===== config.mk =====
export PLATFORM = sky130hd
export DESIGN_NAME = fp_free_list
export DESIGN_NICKNAME = d
export VERILOG_FILES = /design/src/source/fp_rename_pkg.sv /design/src/source/fp_free_list.sv
export SDC_FILE = /design/constraint.sdc
export NUM_CORES = 1
export LEC_CHECK = 0
export ABC_AREA = 1
export BUFFER_PORTS_ARGS = -buffer_cell sky130_fd_sc_hd__buf_2
export CORE_UTILIZATION = 57
export CTS_CLUSTER_SIZE = 8
export DETAILED_ROUTE_END_ITERATION = 12
export GPL_TIMING_DRIVEN = 0
export PLACE_DENSITY = 0.74
export SLEW_MARGIN = 15
export SYNTH_ARGS = -nofsm -noshare
export SYNTH_HDL_FRONTEND = slang
export SYNTH_SLANG_ARGS = --single-unit

===== constraint.sdc =====
create_clock -name clk_i -period 4.3 [get_ports clk_i]
set_clock_uncertainty 0.05 [all_clocks]
set_input_delay 0.86 -clock clk_i [delete_from_list [all_inputs] [get_ports clk_i]]
set_output_delay 0.86 -clock clk_i [all_outputs]
set_load 0.03 [all_outputs]

===== src/source/fp_rename_pkg.sv =====
package fp_rename_pkg;

    // Register file sizes
    localparam int NUM_ISA_REGISTERS  = 32;  // Architectural FP registers
    localparam int NUM_PHYS_REGISTERS = 64;  // Physical FP registers
    localparam int NUM_CHECKPOINTS    = 4;   // Table copies, at most 3 live checkpoints
    localparam int NUM_FREE_ENTRIES   = NUM_PHYS_REGISTERS - NUM_ISA_REGISTERS;

    typedef logic [$clog2(NUM_ISA_REGISTERS)-1:0]  reg_t;           // Architectural number
    typedef logic [$clog2(NUM_PHYS_REGISTERS)-1:0] phreg_t;         // Physical number
    typedef logic [$clog2(NUM_CHECKPOINTS)-1:0]    checkpoint_ptr;  // Checkpoint label
    typedef logic [$clog2(NUM_FREE_ENTRIES)-1:0]   free_ptr_t;      // Free list index

    // Decoded instruction as seen by rename
    typedef struct packed {
        logic valid;
        reg_t fs1;
        reg_t fs2;
        reg_t fs3;
        logic use_fs1;
        logic use_fs2;
        logic use_fs3;
        reg_t fd;
        logic write_fd;
        logic do_checkpoint;  // Branch, snapshot the tables
    } rename_req_t;

    typedef struct packed {
        logic          valid;
        phreg_t        src1;
        logic          rdy1;
        phreg_t        src2;
        logic          rdy2;
        phreg_t        src3;
        logic          rdy3;
        phreg_t        new_dst;
        phreg_t        old_dst;     // Previous mapping of fd, freed at commit
        checkpoint_ptr checkpoint;  // Label to recover to
    } rename_resp_t;

    typedef struct packed {
        logic   valid;
        reg_t   vaddr;
        phreg_t paddr;
    } fp_wb_t;

    typedef struct packed {
        logic   valid;
        logic   write_fd;
        reg_t   fd;
        phreg_t new_dst;
        phreg_t old_dst;
    } fp_commit_t;

    typedef struct packed {
        logic          recover_commit;  // Exception, back to committed state
        logic          do_recover;      // Mispredict, back to a checkpoint
        checkpoint_ptr recover_checkpoint;
        logic          delete_checkpoint;  // Oldest checkpoint resolved
    } fp_recover_t;

endpackage

===== src/source/fp_free_list.sv =====
`timescale 1ns/10ps

module fp_free_list (
    input  logic                        clk_i,
    input  logic                        rstn_i,
    input  fp_rename_pkg::rename_req_t  req_i,
    input  fp_rename_pkg::fp_commit_t   commit_i,
    input  fp_rename_pkg::fp_recover_t  recover_i,
    input  fp_rename_pkg::checkpoint_ptr version_head_i,  // Current table version
    input  logic                        out_of_checkpoints_i,
    output logic                        grant_o,
    output fp_rename_pkg::phreg_t       new_dst_o,
    output logic                        stall_o
);

    import fp_rename_pkg::*;

    typedef logic [$clog2(NUM_FREE_ENTRIES):0] count_t;  // Holds 0 to 32

    // Circular list of free physical registers
    phreg_t    free_list [NUM_FREE_ENTRIES];
    free_ptr_t head;         // Next register to hand out
    free_ptr_t commit_head;  // Head as seen by committed state
    free_ptr_t tail;         // Next slot for a released register
    count_t    free_count;

    // Saved head and count per checkpoint slot
    free_ptr_t saved_head  [NUM_CHECKPOINTS];
    count_t    saved_count [NUM_CHECKPOINTS];

    logic          pop;
    logic          push;
    logic          ckpt;
    checkpoint_ptr save_slot;
    checkpoint_ptr load_slot;

    // Acceptance, all request checks live here
    assign grant_o = req_i.valid
                   & ~recover_i.do_recover
                   & ~recover_i.recover_commit
                   & (~req_i.write_fd | (free_count != '0))    // Need a free register
                   & (~req_i.do_checkpoint | ~out_of_checkpoints_i);
    assign stall_o   = req_i.valid & ~grant_o;  // Producer holds the request
    assign new_dst_o = free_list[head];

    assign pop  = grant_o & req_i.write_fd;
    assign ckpt = grant_o & req_i.do_checkpoint;
    // Commit is dropped while returning to committed state
    assign push = commit_i.valid & commit_i.write_fd & ~recover_i.recover_commit;

    // Copy sits next to the table version opened by the checkpoint
    assign save_slot = version_head_i + checkpoint_ptr'(1);
    assign load_slot = recover_i.recover_checkpoint + checkpoint_ptr'(1);

    // Pointers and count
    always_ff @(posedge clk_i or negedge rstn_i) begin
        if (!rstn_i) begin
            head        <= '0;
            commit_head <= '0;
            tail        <= '0;
            free_count  <= count_t'(NUM_FREE_ENTRIES);  // Starts full
        end else begin
            if (push) begin
                tail        <= tail + free_ptr_t'(1);
                commit_head <= commit_head + free_ptr_t'(1);  // Committed instr leaves the window
            end
            if (recover_i.recover_commit) begin
                // Every uncommitted register comes back
                head       <= commit_head;
                free_count <= count_t'(NUM_FREE_ENTRIES);
            end else if (recover_i.do_recover) begin
                head       <= saved_head[load_slot];
                free_count <= saved_count[load_slot] + count_t'(push);
            end else begin
                head       <= head + free_ptr_t'(pop);
                free_count <= free_count - count_t'(pop) + count_t'(push);
            end
        end
    end

    // List contents, physical 32 to 63 out of reset
    always_ff @(posedge clk_i or negedge rstn_i) begin
        if (!rstn_i) begin
            for (int i = 0; i < NUM_FREE_ENTRIES; i++) begin
                free_list[i] <= phreg_t'(NUM_ISA_REGISTERS + i);
            end
        end else if (push) begin
            free_list[tail] <= commit_i.old_dst;  // Released mapping
        end
    end

    // Checkpoint copies
    always_ff @(posedge clk_i) begin
        // Released registers stay free after any later recovery
        for (int j = 0; j < NUM_CHECKPOINTS; j++) begin
            if (push) begin
                saved_count[j] <= saved_count[j] + count_t'(1);
            end
        end
        if (ckpt) begin
            saved_head[save_slot]  <= head;  // Head before this pop
            saved_count[save_slot] <= free_count + count_t'(push);
        end
    end

endmodule


==> flow_metrics.py, run 1 <==
metrics = {
    "critical_path": {
        "critPathLaunch": "head[0]$_DFF_PN0_",
        "setup.worst_path.end": "new_dst_o[3]",
        "cp_max_fo": 10,
        "reg2reg_depth": 19,
        "end_kind": "output pin",
        "r2r_end": "free_count[4]$_DFF_PN0_",
        "required_ns": 3.39,
        "crit_type": "reg2out",
        "r2r_start": "free_count[2]$_DFF_PN0_",
        "rrSetupSlack_ns": 1.27,
        "critical_path_arrival_ns": 2.88,
        "cp-start-kind": "flip-flop",
    },
    "flow_run": {
        "drv_cap": 0,
    },
    "logic_synthesis": {
        "synth.area.top_cells": "dfstp_2 (23%), dfrtp_1 (19%), nand2_1 (11%)",
        "ys_seq_area_share_pct": 52.28,
        "yosysMostFrequentCell": "nand2_1",
        "netlist_area_sq_um": 12990,
        "postSynthAreaPerCell_sq_um": 8.465,
        "syn_inst": 1535,
        "synth.top_cell.area_share_pct": 22.85,
        "synth_top_area_cell": "dfstp_2",
        "ys_async_sr_fraction_pct": 82.88,
        "ys.flop_type": "dfstp_2",
        "ys_seq_elements": 257,
        "netlist_top_cells_count": "nand2_1 (382), o21ai_0 (219), nor2_1 (157)",
        "synth_cell_types": 44,
        "yosys_warnings": 0,
        "synth_nets": 1617,
        "synth_edf_count": 44,
    },
    "place": {
        "place_inst": 1843,
        "gp_congestion": 0.9625,
        "place_hpwl_um": 25000,
        "portBuffers": 26,
        "dpl_cell_area_sq_um": 13540,
    },
    "global_route": {
        "grt_pass1_vias": 10790,
        "overflow": 0,
        "grt_max_degree": 110,
        "antenna_found_initial": 0,
        "grt_pass1_wl_um": 57930,
        "grt.total_usage_pct": 31.97,
    },
    "timing": {
        "setup_viol": 0,
        "tightestPinTransition_ns": 0.7490,
        "hold_viol_final": 0,
        "rsz0062_at_grt": "no",
        "min_period_over_period_pct": 88.16,
        "finalMaxSlewViolations": 0,
        "hold_slack_ns": 0.1002,
        "maxSlewHeadroom_pct": 50.07,
        "fmaxAchievable_mhz": 263.8,
        "post-route-min-period_ns": 3.791,
    },
    "layout": {
        "final_layout_size_suffix_gt1_share_pct": 16.45,
        "area_growth_pct": 12.46,
        "nNetsFinal": 1685,
        "layoutNonFillerInstCount": 1909,
        "fin_area_sq_um": 14610,
        "diodes": 0,
    },
    "power_and_ir_drop": {
        "cellPowerDensity_nw_per_um2": 593.4,
        "p_leak_nw": 6.245,
        "peakVddDrop_v": 0.0004037,
        "p_total_mw": 8.672,
    },
    "clock_network": {
        "clk_pin_slew_worst_paths_ns": 0.05,
        "cts_tree": "yes",
        "post_cts_resized": 0,
        "clock_path_buffers": 3,
        "post_cts_buffers": 0,
        "clock-sinks": 257,
        "cts_buffers": 38,
        "cts_root_buffer": "clkbuf_16",
        "cts_hold_buf": 0,
        "cts-htree-levels": 2,
        "insertion_delay_ns": 0.52,
    },
    "status": {
        "status": "finished, final reports clean",
    },
    "worst_hold_path": {
        "min_path_type": "in2async",
    },
    "detailed_routing": {
        "ant_nets": 0,
        "drt_first_pass_iters": 5,
        "vias_per_cell": 5.732,
        "routed-via-count": 10940,
        "wl_per_cell_um": 18.69,
        "drc": 0,
        "drt_iter0_markers": 1041,
        "drt_wl_total_um": 35680,
    },
    "floorplan": {
        "fp.dieW_um": 153.0,
        "initial_utilization_pct": 58.81,
        "core_sq_um": 22090,
        "rows": 54,
        "io_pins": 63,
        "dieArea_sq_um": 23400,
        "die_h_um": 153.0,
    },
}
==> through the flow <==
stage          worst slack (ns)  TNS (ns)  utilization (%)
2_1_floorplan             1.142         0                -
3_3_place_gp             -1.253   -123.34            60.99
3_5_place_dp             0.7908         0            61.28
4_1_cts                  0.6303         0            66.14
5_1_grt                  0.4254         0            66.14
6_report                 0.5093         0            66.14
==> sequential cells by signal, indices dropped and copies added, names as in the netlist <==
register,flops
free_list,192
saved_count,24
saved_head,20
free_count,6
commit_head,5
head,5
tail,5
==> placed cells by master, fill, tap and decap left out, drive strengths merged <==
cell    instances
nand3b          1
nand4           6
buf            67
a21oi          27
a22oi           2
o21ai         331
o31ai           1
nor3            6
dfstp         113
or2             7
o221ai          1
ha             26
clkinv          7
edfxtp         44
fa              1
o22ai           4
o211ai         31
xnor2           2
nor2          165
mux2i           2
xor2           27
nand3          49
nor4            1
inv            94
clkbuf        124
dfrtp         100
nand2         389
o21a            1
==> kinds of logic (layout without fill, tap and decap cells) <==
kind of cell / Yosys count / after routing / synth area share [%]
DFF: 257 / 257 / 52.28
adders and majority gates: 27 / 27 / 2.658
and+or+nand+nor: 624 / 624 / 19.82
buffers and inverters: 198 / 292 / 6.577
muxes: 2 / 2 / 0.1541
xor gates and xnor gates: 29 / 29 / 1.955
AOI/OAI and AO/OA: 398 / 398 / 16.56
==> layer usage <==
layer  up-vias  track usage (%)  wire [um]
met2       441            51.33      16400
met4         0            12.31       1185
met3        85            5.444       2916
li1       5197                -          -
met5         -                0          0
met1      5219            43.60      15170
==> final cells by class <==
class	instances	area, sq um
plain buffers	99	481.7
clock buffers	64	1049
clock inverters	2	25.02
fillers	1871	7481
inverters	99	372.9
multi-input cells	1080	5346
flip-flops and latches	257	6793
well taps	280	350.3
repair buffers	28	195.2
==> critical path: stages (launching register included) <==
cell and delay [ns]:
dfrtp_1 0.45, buf_2 0.24, clkbuf_1 0.48, nand2_1 0.10, o21ai_0 0.14, o21ai_0 0.17
nand2_1 0.10, nand2_1 0.05, nor2_1 0.23, nand2_1 0.09, nand2_1 0.09, inv_1 0.05
buf_2 0.17
==> worst min path at each step <==
| stage | start | end | slack (ns) |
|---|---|---|---|
| 2_1_floorplan | free_list[19]$_DFFE_PN0P_ | free_list[19]$_DFFE_PN0P_ | 0.40 |
| 3_3_place_gp | free_list[135]$_DFFE_PN1P_ | free_list[135]$_DFFE_PN1P_ | 0.41 |
| 3_5_place_dp | free_list[135]$_DFFE_PN1P_ | free_list[135]$_DFFE_PN1P_ | 0.41 |
| 4_1_cts | rstn_i | free_count[1]$_DFF_PN0_ | 0.1 |
| 5_1_grt | rstn_i | commit_head[0]$_DFFE_PN0P_ | 0.1 |
| 6_report | rstn_i | commit_head[0]$_DFFE_PN0P_ | 0.10 |
==> power by group <==
group | switching (mW) | internal [mW]
Sequential | 0.322 | 3.22
Clock | 1.07 | 1.65
Combinational | 1.62 | 0.794
Power figures use the tool's default switching activity.
==> inputs of run 2 (changes only) <==
Settings changed: ABC_AREA 1 to unset, BUFFER_PORTS_ARGS -buffer_cell sky130_fd_sc_hd__buf_2 to -buffer_cell sky130_fd_sc_hd__clkbuf_2.
==> flow_metrics.py, run 2 <==
metrics = {
    "logic_synthesis": {
        "postSynthAreaPerCell_sq_um": 13.99,
        "ys_seq_elements": 257,
        "synth_top_area_cell": "dfstp_2",
        "ys.flop_type": "dfstp_2",
        "synth.area.top_cells": "dfstp_2 (23%), dfrtp_1 (20%), mux2_2 (17%)",
        "yosysMostFrequentCell": "mux2_2",
        "synth_cell_types": 48,
        "synth_edf_count": 44,
        "syn_inst": 913,
        "ys_seq_area_share_pct": 53.19,
        "ys_async_sr_fraction_pct": 82.88,
        "netlist_top_cells_count": "mux2_2 (193), dfstp_2 (113), dfrtp_1 (100)",
        "synth_nets": 995,
        "synth.top_cell.area_share_pct": 23.25,
        "netlist_area_sq_um": 12770,
        "yosys_warnings": 0,
    },
    "layout": {
        "layoutNonFillerInstCount": 1290,
        "multi_input_area_sq_um": 5617,
        "utilization_pct": 65.83,
        "top_register": "free_list",
        "fill_cells": 1589,
        "reg_top3": "free_list (192), saved_count (24), saved_head (20)",
        "layout_commonest_cell": "mux2_2",
        "nNetsFinal": 1064,
        "layout_common_cells": "mux2_2 (193), dfstp_2 (113), dfrtp_1 (100)",
        "fin_area_sq_um": 14410,
        "area_growth_pct": 12.85,
        "final_layout_size_suffix_gt1_share_pct": 44.46,
        "seqCellArea_sq_um": 6793,
        "diodes": 0,
        "largest_reg_flops": 192,
    },
    "detailed_routing": {
        "drt_wl_total_um": 28140,
        "routed-via-count": 7568,
        "drt_first_pass_iters": 4,
        "ant_nets": 0,
        "vias_per_cell": 5.867,
        "wl_per_cell_um": 21.81,
        "drc": 0,
        "drt_iter0_markers": 453,
    },
    "global_route": {
        "antenna_found_initial": 0,
        "grt_use_met3_pct": 5.240,
        "grt_max_degree": 88,
        "top_usage_layer": "met2",
        "grt_pass1_vias": 7991,
        "gr-usage-met2_pct": 42.02,
        "met1_usage_pct": 35.90,
        "grt_pass1_wl_um": 44670,
        "grt.total_usage_pct": 26.17,
        "overflow": 0,
    },
    "floorplan": {
        "dieArea_sq_um": 23010,
        "fp.dieW_um": 151.7,
        "io_pins": 63,
        "die_h_um": 151.7,
        "rows": 54,
        "initial_utilization_pct": 58.33,
        "core_sq_um": 21890,
    },
    "status": {
        "status": "finished, final reports clean",
    },
    "clock_network": {
        "post_cts_buffers": 0,
        "clk_pin_slew_worst_paths_ns": 0.05,
        "cts_hold_buf": 0,
        "cts-htree-levels": 2,
        "cts_tree": "yes",
        "post_cts_resized": 0,
        "clock-sinks": 257,
        "cts_root_buffer": "clkbuf_16",
        "insertion_delay_ns": 0.51,
        "clock_path_buffers": 3,
        "cts_buffers": 38,
    },
    "place": {
        "place_inst": 1222,
        "dpl_cell_area_sq_um": 13320,
        "place_hpwl_um": 19350,
        "gp_congestion": 0.8385,
        "portBuffers": 27,
        "pre_cts_ws_ns": 0.6086,
    },
    "timing": {
        "setup_viol": 0,
        "hold_viol_final": 0,
        "fmaxAchievable_mhz": 255.1,
        "rsz0062_at_grt": "no",
        "hold_slack_ns": 0.2351,
        "tightestPinTransition_ns": 0.9548,
        "post-route-min-period_ns": 3.920,
        "tns_ns": 0,
        "min_period_over_period_pct": 91.17,
        "finalMaxSlewViolations": 0,
        "layout_setup_ws_ns": 0.3796,
        "maxSlewHeadroom_pct": 35.85,
    },
    "critical_path": {
        "cp_cell_sequence": "buf_6 > buf_8 > buf_2 > buf_2 > mux2i_1 > nand2_1 > nand3_1 > nand3_1 > clkbuf_2",
        "required_ns": 3.39,
        "reg2reg_depth": 15,
        "end_kind": "output pin",
        "critPathMaxStageDelay_ns": 0.45,
        "rrSetupSlack_ns": 1.17,
        "crit_type": "reg2out",
        "cp-start-kind": "flip-flop",
        "r2r_start": "free_count[3]$_DFF_PN0_",
        "critical_path_arrival_ns": 3.01,
        "r2r_end": "free_count[4]$_DFF_PN0_",
        "worst_path_max_delay_cell": "dfrtp_1",
        "cp_max_fo": 10,
    },
    "flow_run": {
        "drv_cap": 0,
    },
    "power_and_ir_drop": {
        "cellPowerDensity_nw_per_um2": 550.0,
        "p_leak_nw": 6.220,
        "peakVddDrop_v": 0.0003629,
        "p_total_mw": 7.926,
    },
    "worst_hold_path": {
        "min_path_type": "in2async",
    },
}
## run 2: cell count changes after synthesis, moves of 14 or more
| cell | before | now |
|---|---|---|
| mux4_2 | 0 | 26 |
| xnor2_1 | 2 | 24 |
| mux4_1 | 0 | 14 |
| o21ai_1 | 95 | 0 |
| o211ai_1 | 31 | 1 |
| mux2i_1 | 2 | 62 |
| xor2_1 | 27 | 12 |
| nand2_1 | 382 | 50 |
| o21ai_0 | 219 | 10 |
| mux2_2 | 0 | 193 |
| o21ai_2 | 17 | 0 |
| clkbuf_1 | 60 | 27 |
| nor2_1 | 157 | 28 |
| inv_1 | 85 | 13 |
## run 2: cell families after synthesis
kind of cell,count (synthesis),share of synthesized area [%]
AO/OA/AOI/OAI,58,2.665
XOR/XNOR,36,2.469
flip-flops,257,53.19
multiplexers,299,29.81
AND/OR/NAND/NOR,168,6.340
adder cells (fa/ha/maj),27,2.704
buffers and inverters,68,2.822
## run 2: area by class of cell
cell class	instances	share of cell area [%]
Clock buffer	64	7.276
Tap cell	280	2.431
Timing Repair Buffer	29	1.381
Sequential cell	257	47.14
Inverter	14	0.3647
Multi-Input combinational cell	588	38.98
Buffer	54	2.136
Clock inverter	4	0.2952
## run 2: how the worst max path moves through the flow
stage / startpoint / end / slack [ns] / cells past startpoint
floorplan: recover_i[4] / free_count[5]$_DFF_PN1_ / 1.06 / 13
global placement: rstn_i / free_count[4]$_DFF_PN0_ / -1.76 / 1
detailed placement: recover_i[4] / free_count[4]$_DFF_PN0_ / 0.61 / 15
CTS: head[0]$_DFF_PN0_ / new_dst_o[1] / 0.36 / 9
global route: head[0]$_DFF_PN0_ / new_dst_o[1] / 0.19 / 9
finish: head[0]$_DFF_PN0_ / new_dst_o[3] / 0.38 / 9
## run 2: routing by layer
layer,vias up,part of all wire (%)
met5,-,0
met4,0,2.1
met3,39,5.3
met2,160,47
met1,3889,45
li1,3480,-
## run 2: where the power goes
| group | switching, mW | internal (mW) |
|---|---|---|
| Combinational | 1.02 | 0.880 |
| Clock | 1.05 | 1.66 |
| Sequential | 0.256 | 3.07 |
| Total | 2.32 | 5.60 |
## run 2: critical path, delay by kind of cell (launching register included)
kind	cells	cell delay (ns)
buffers and inverters	5	1.37
flip-flops	1	0.45
multiplexers	1	0.33
AND/OR/NAND/NOR	3	0.35
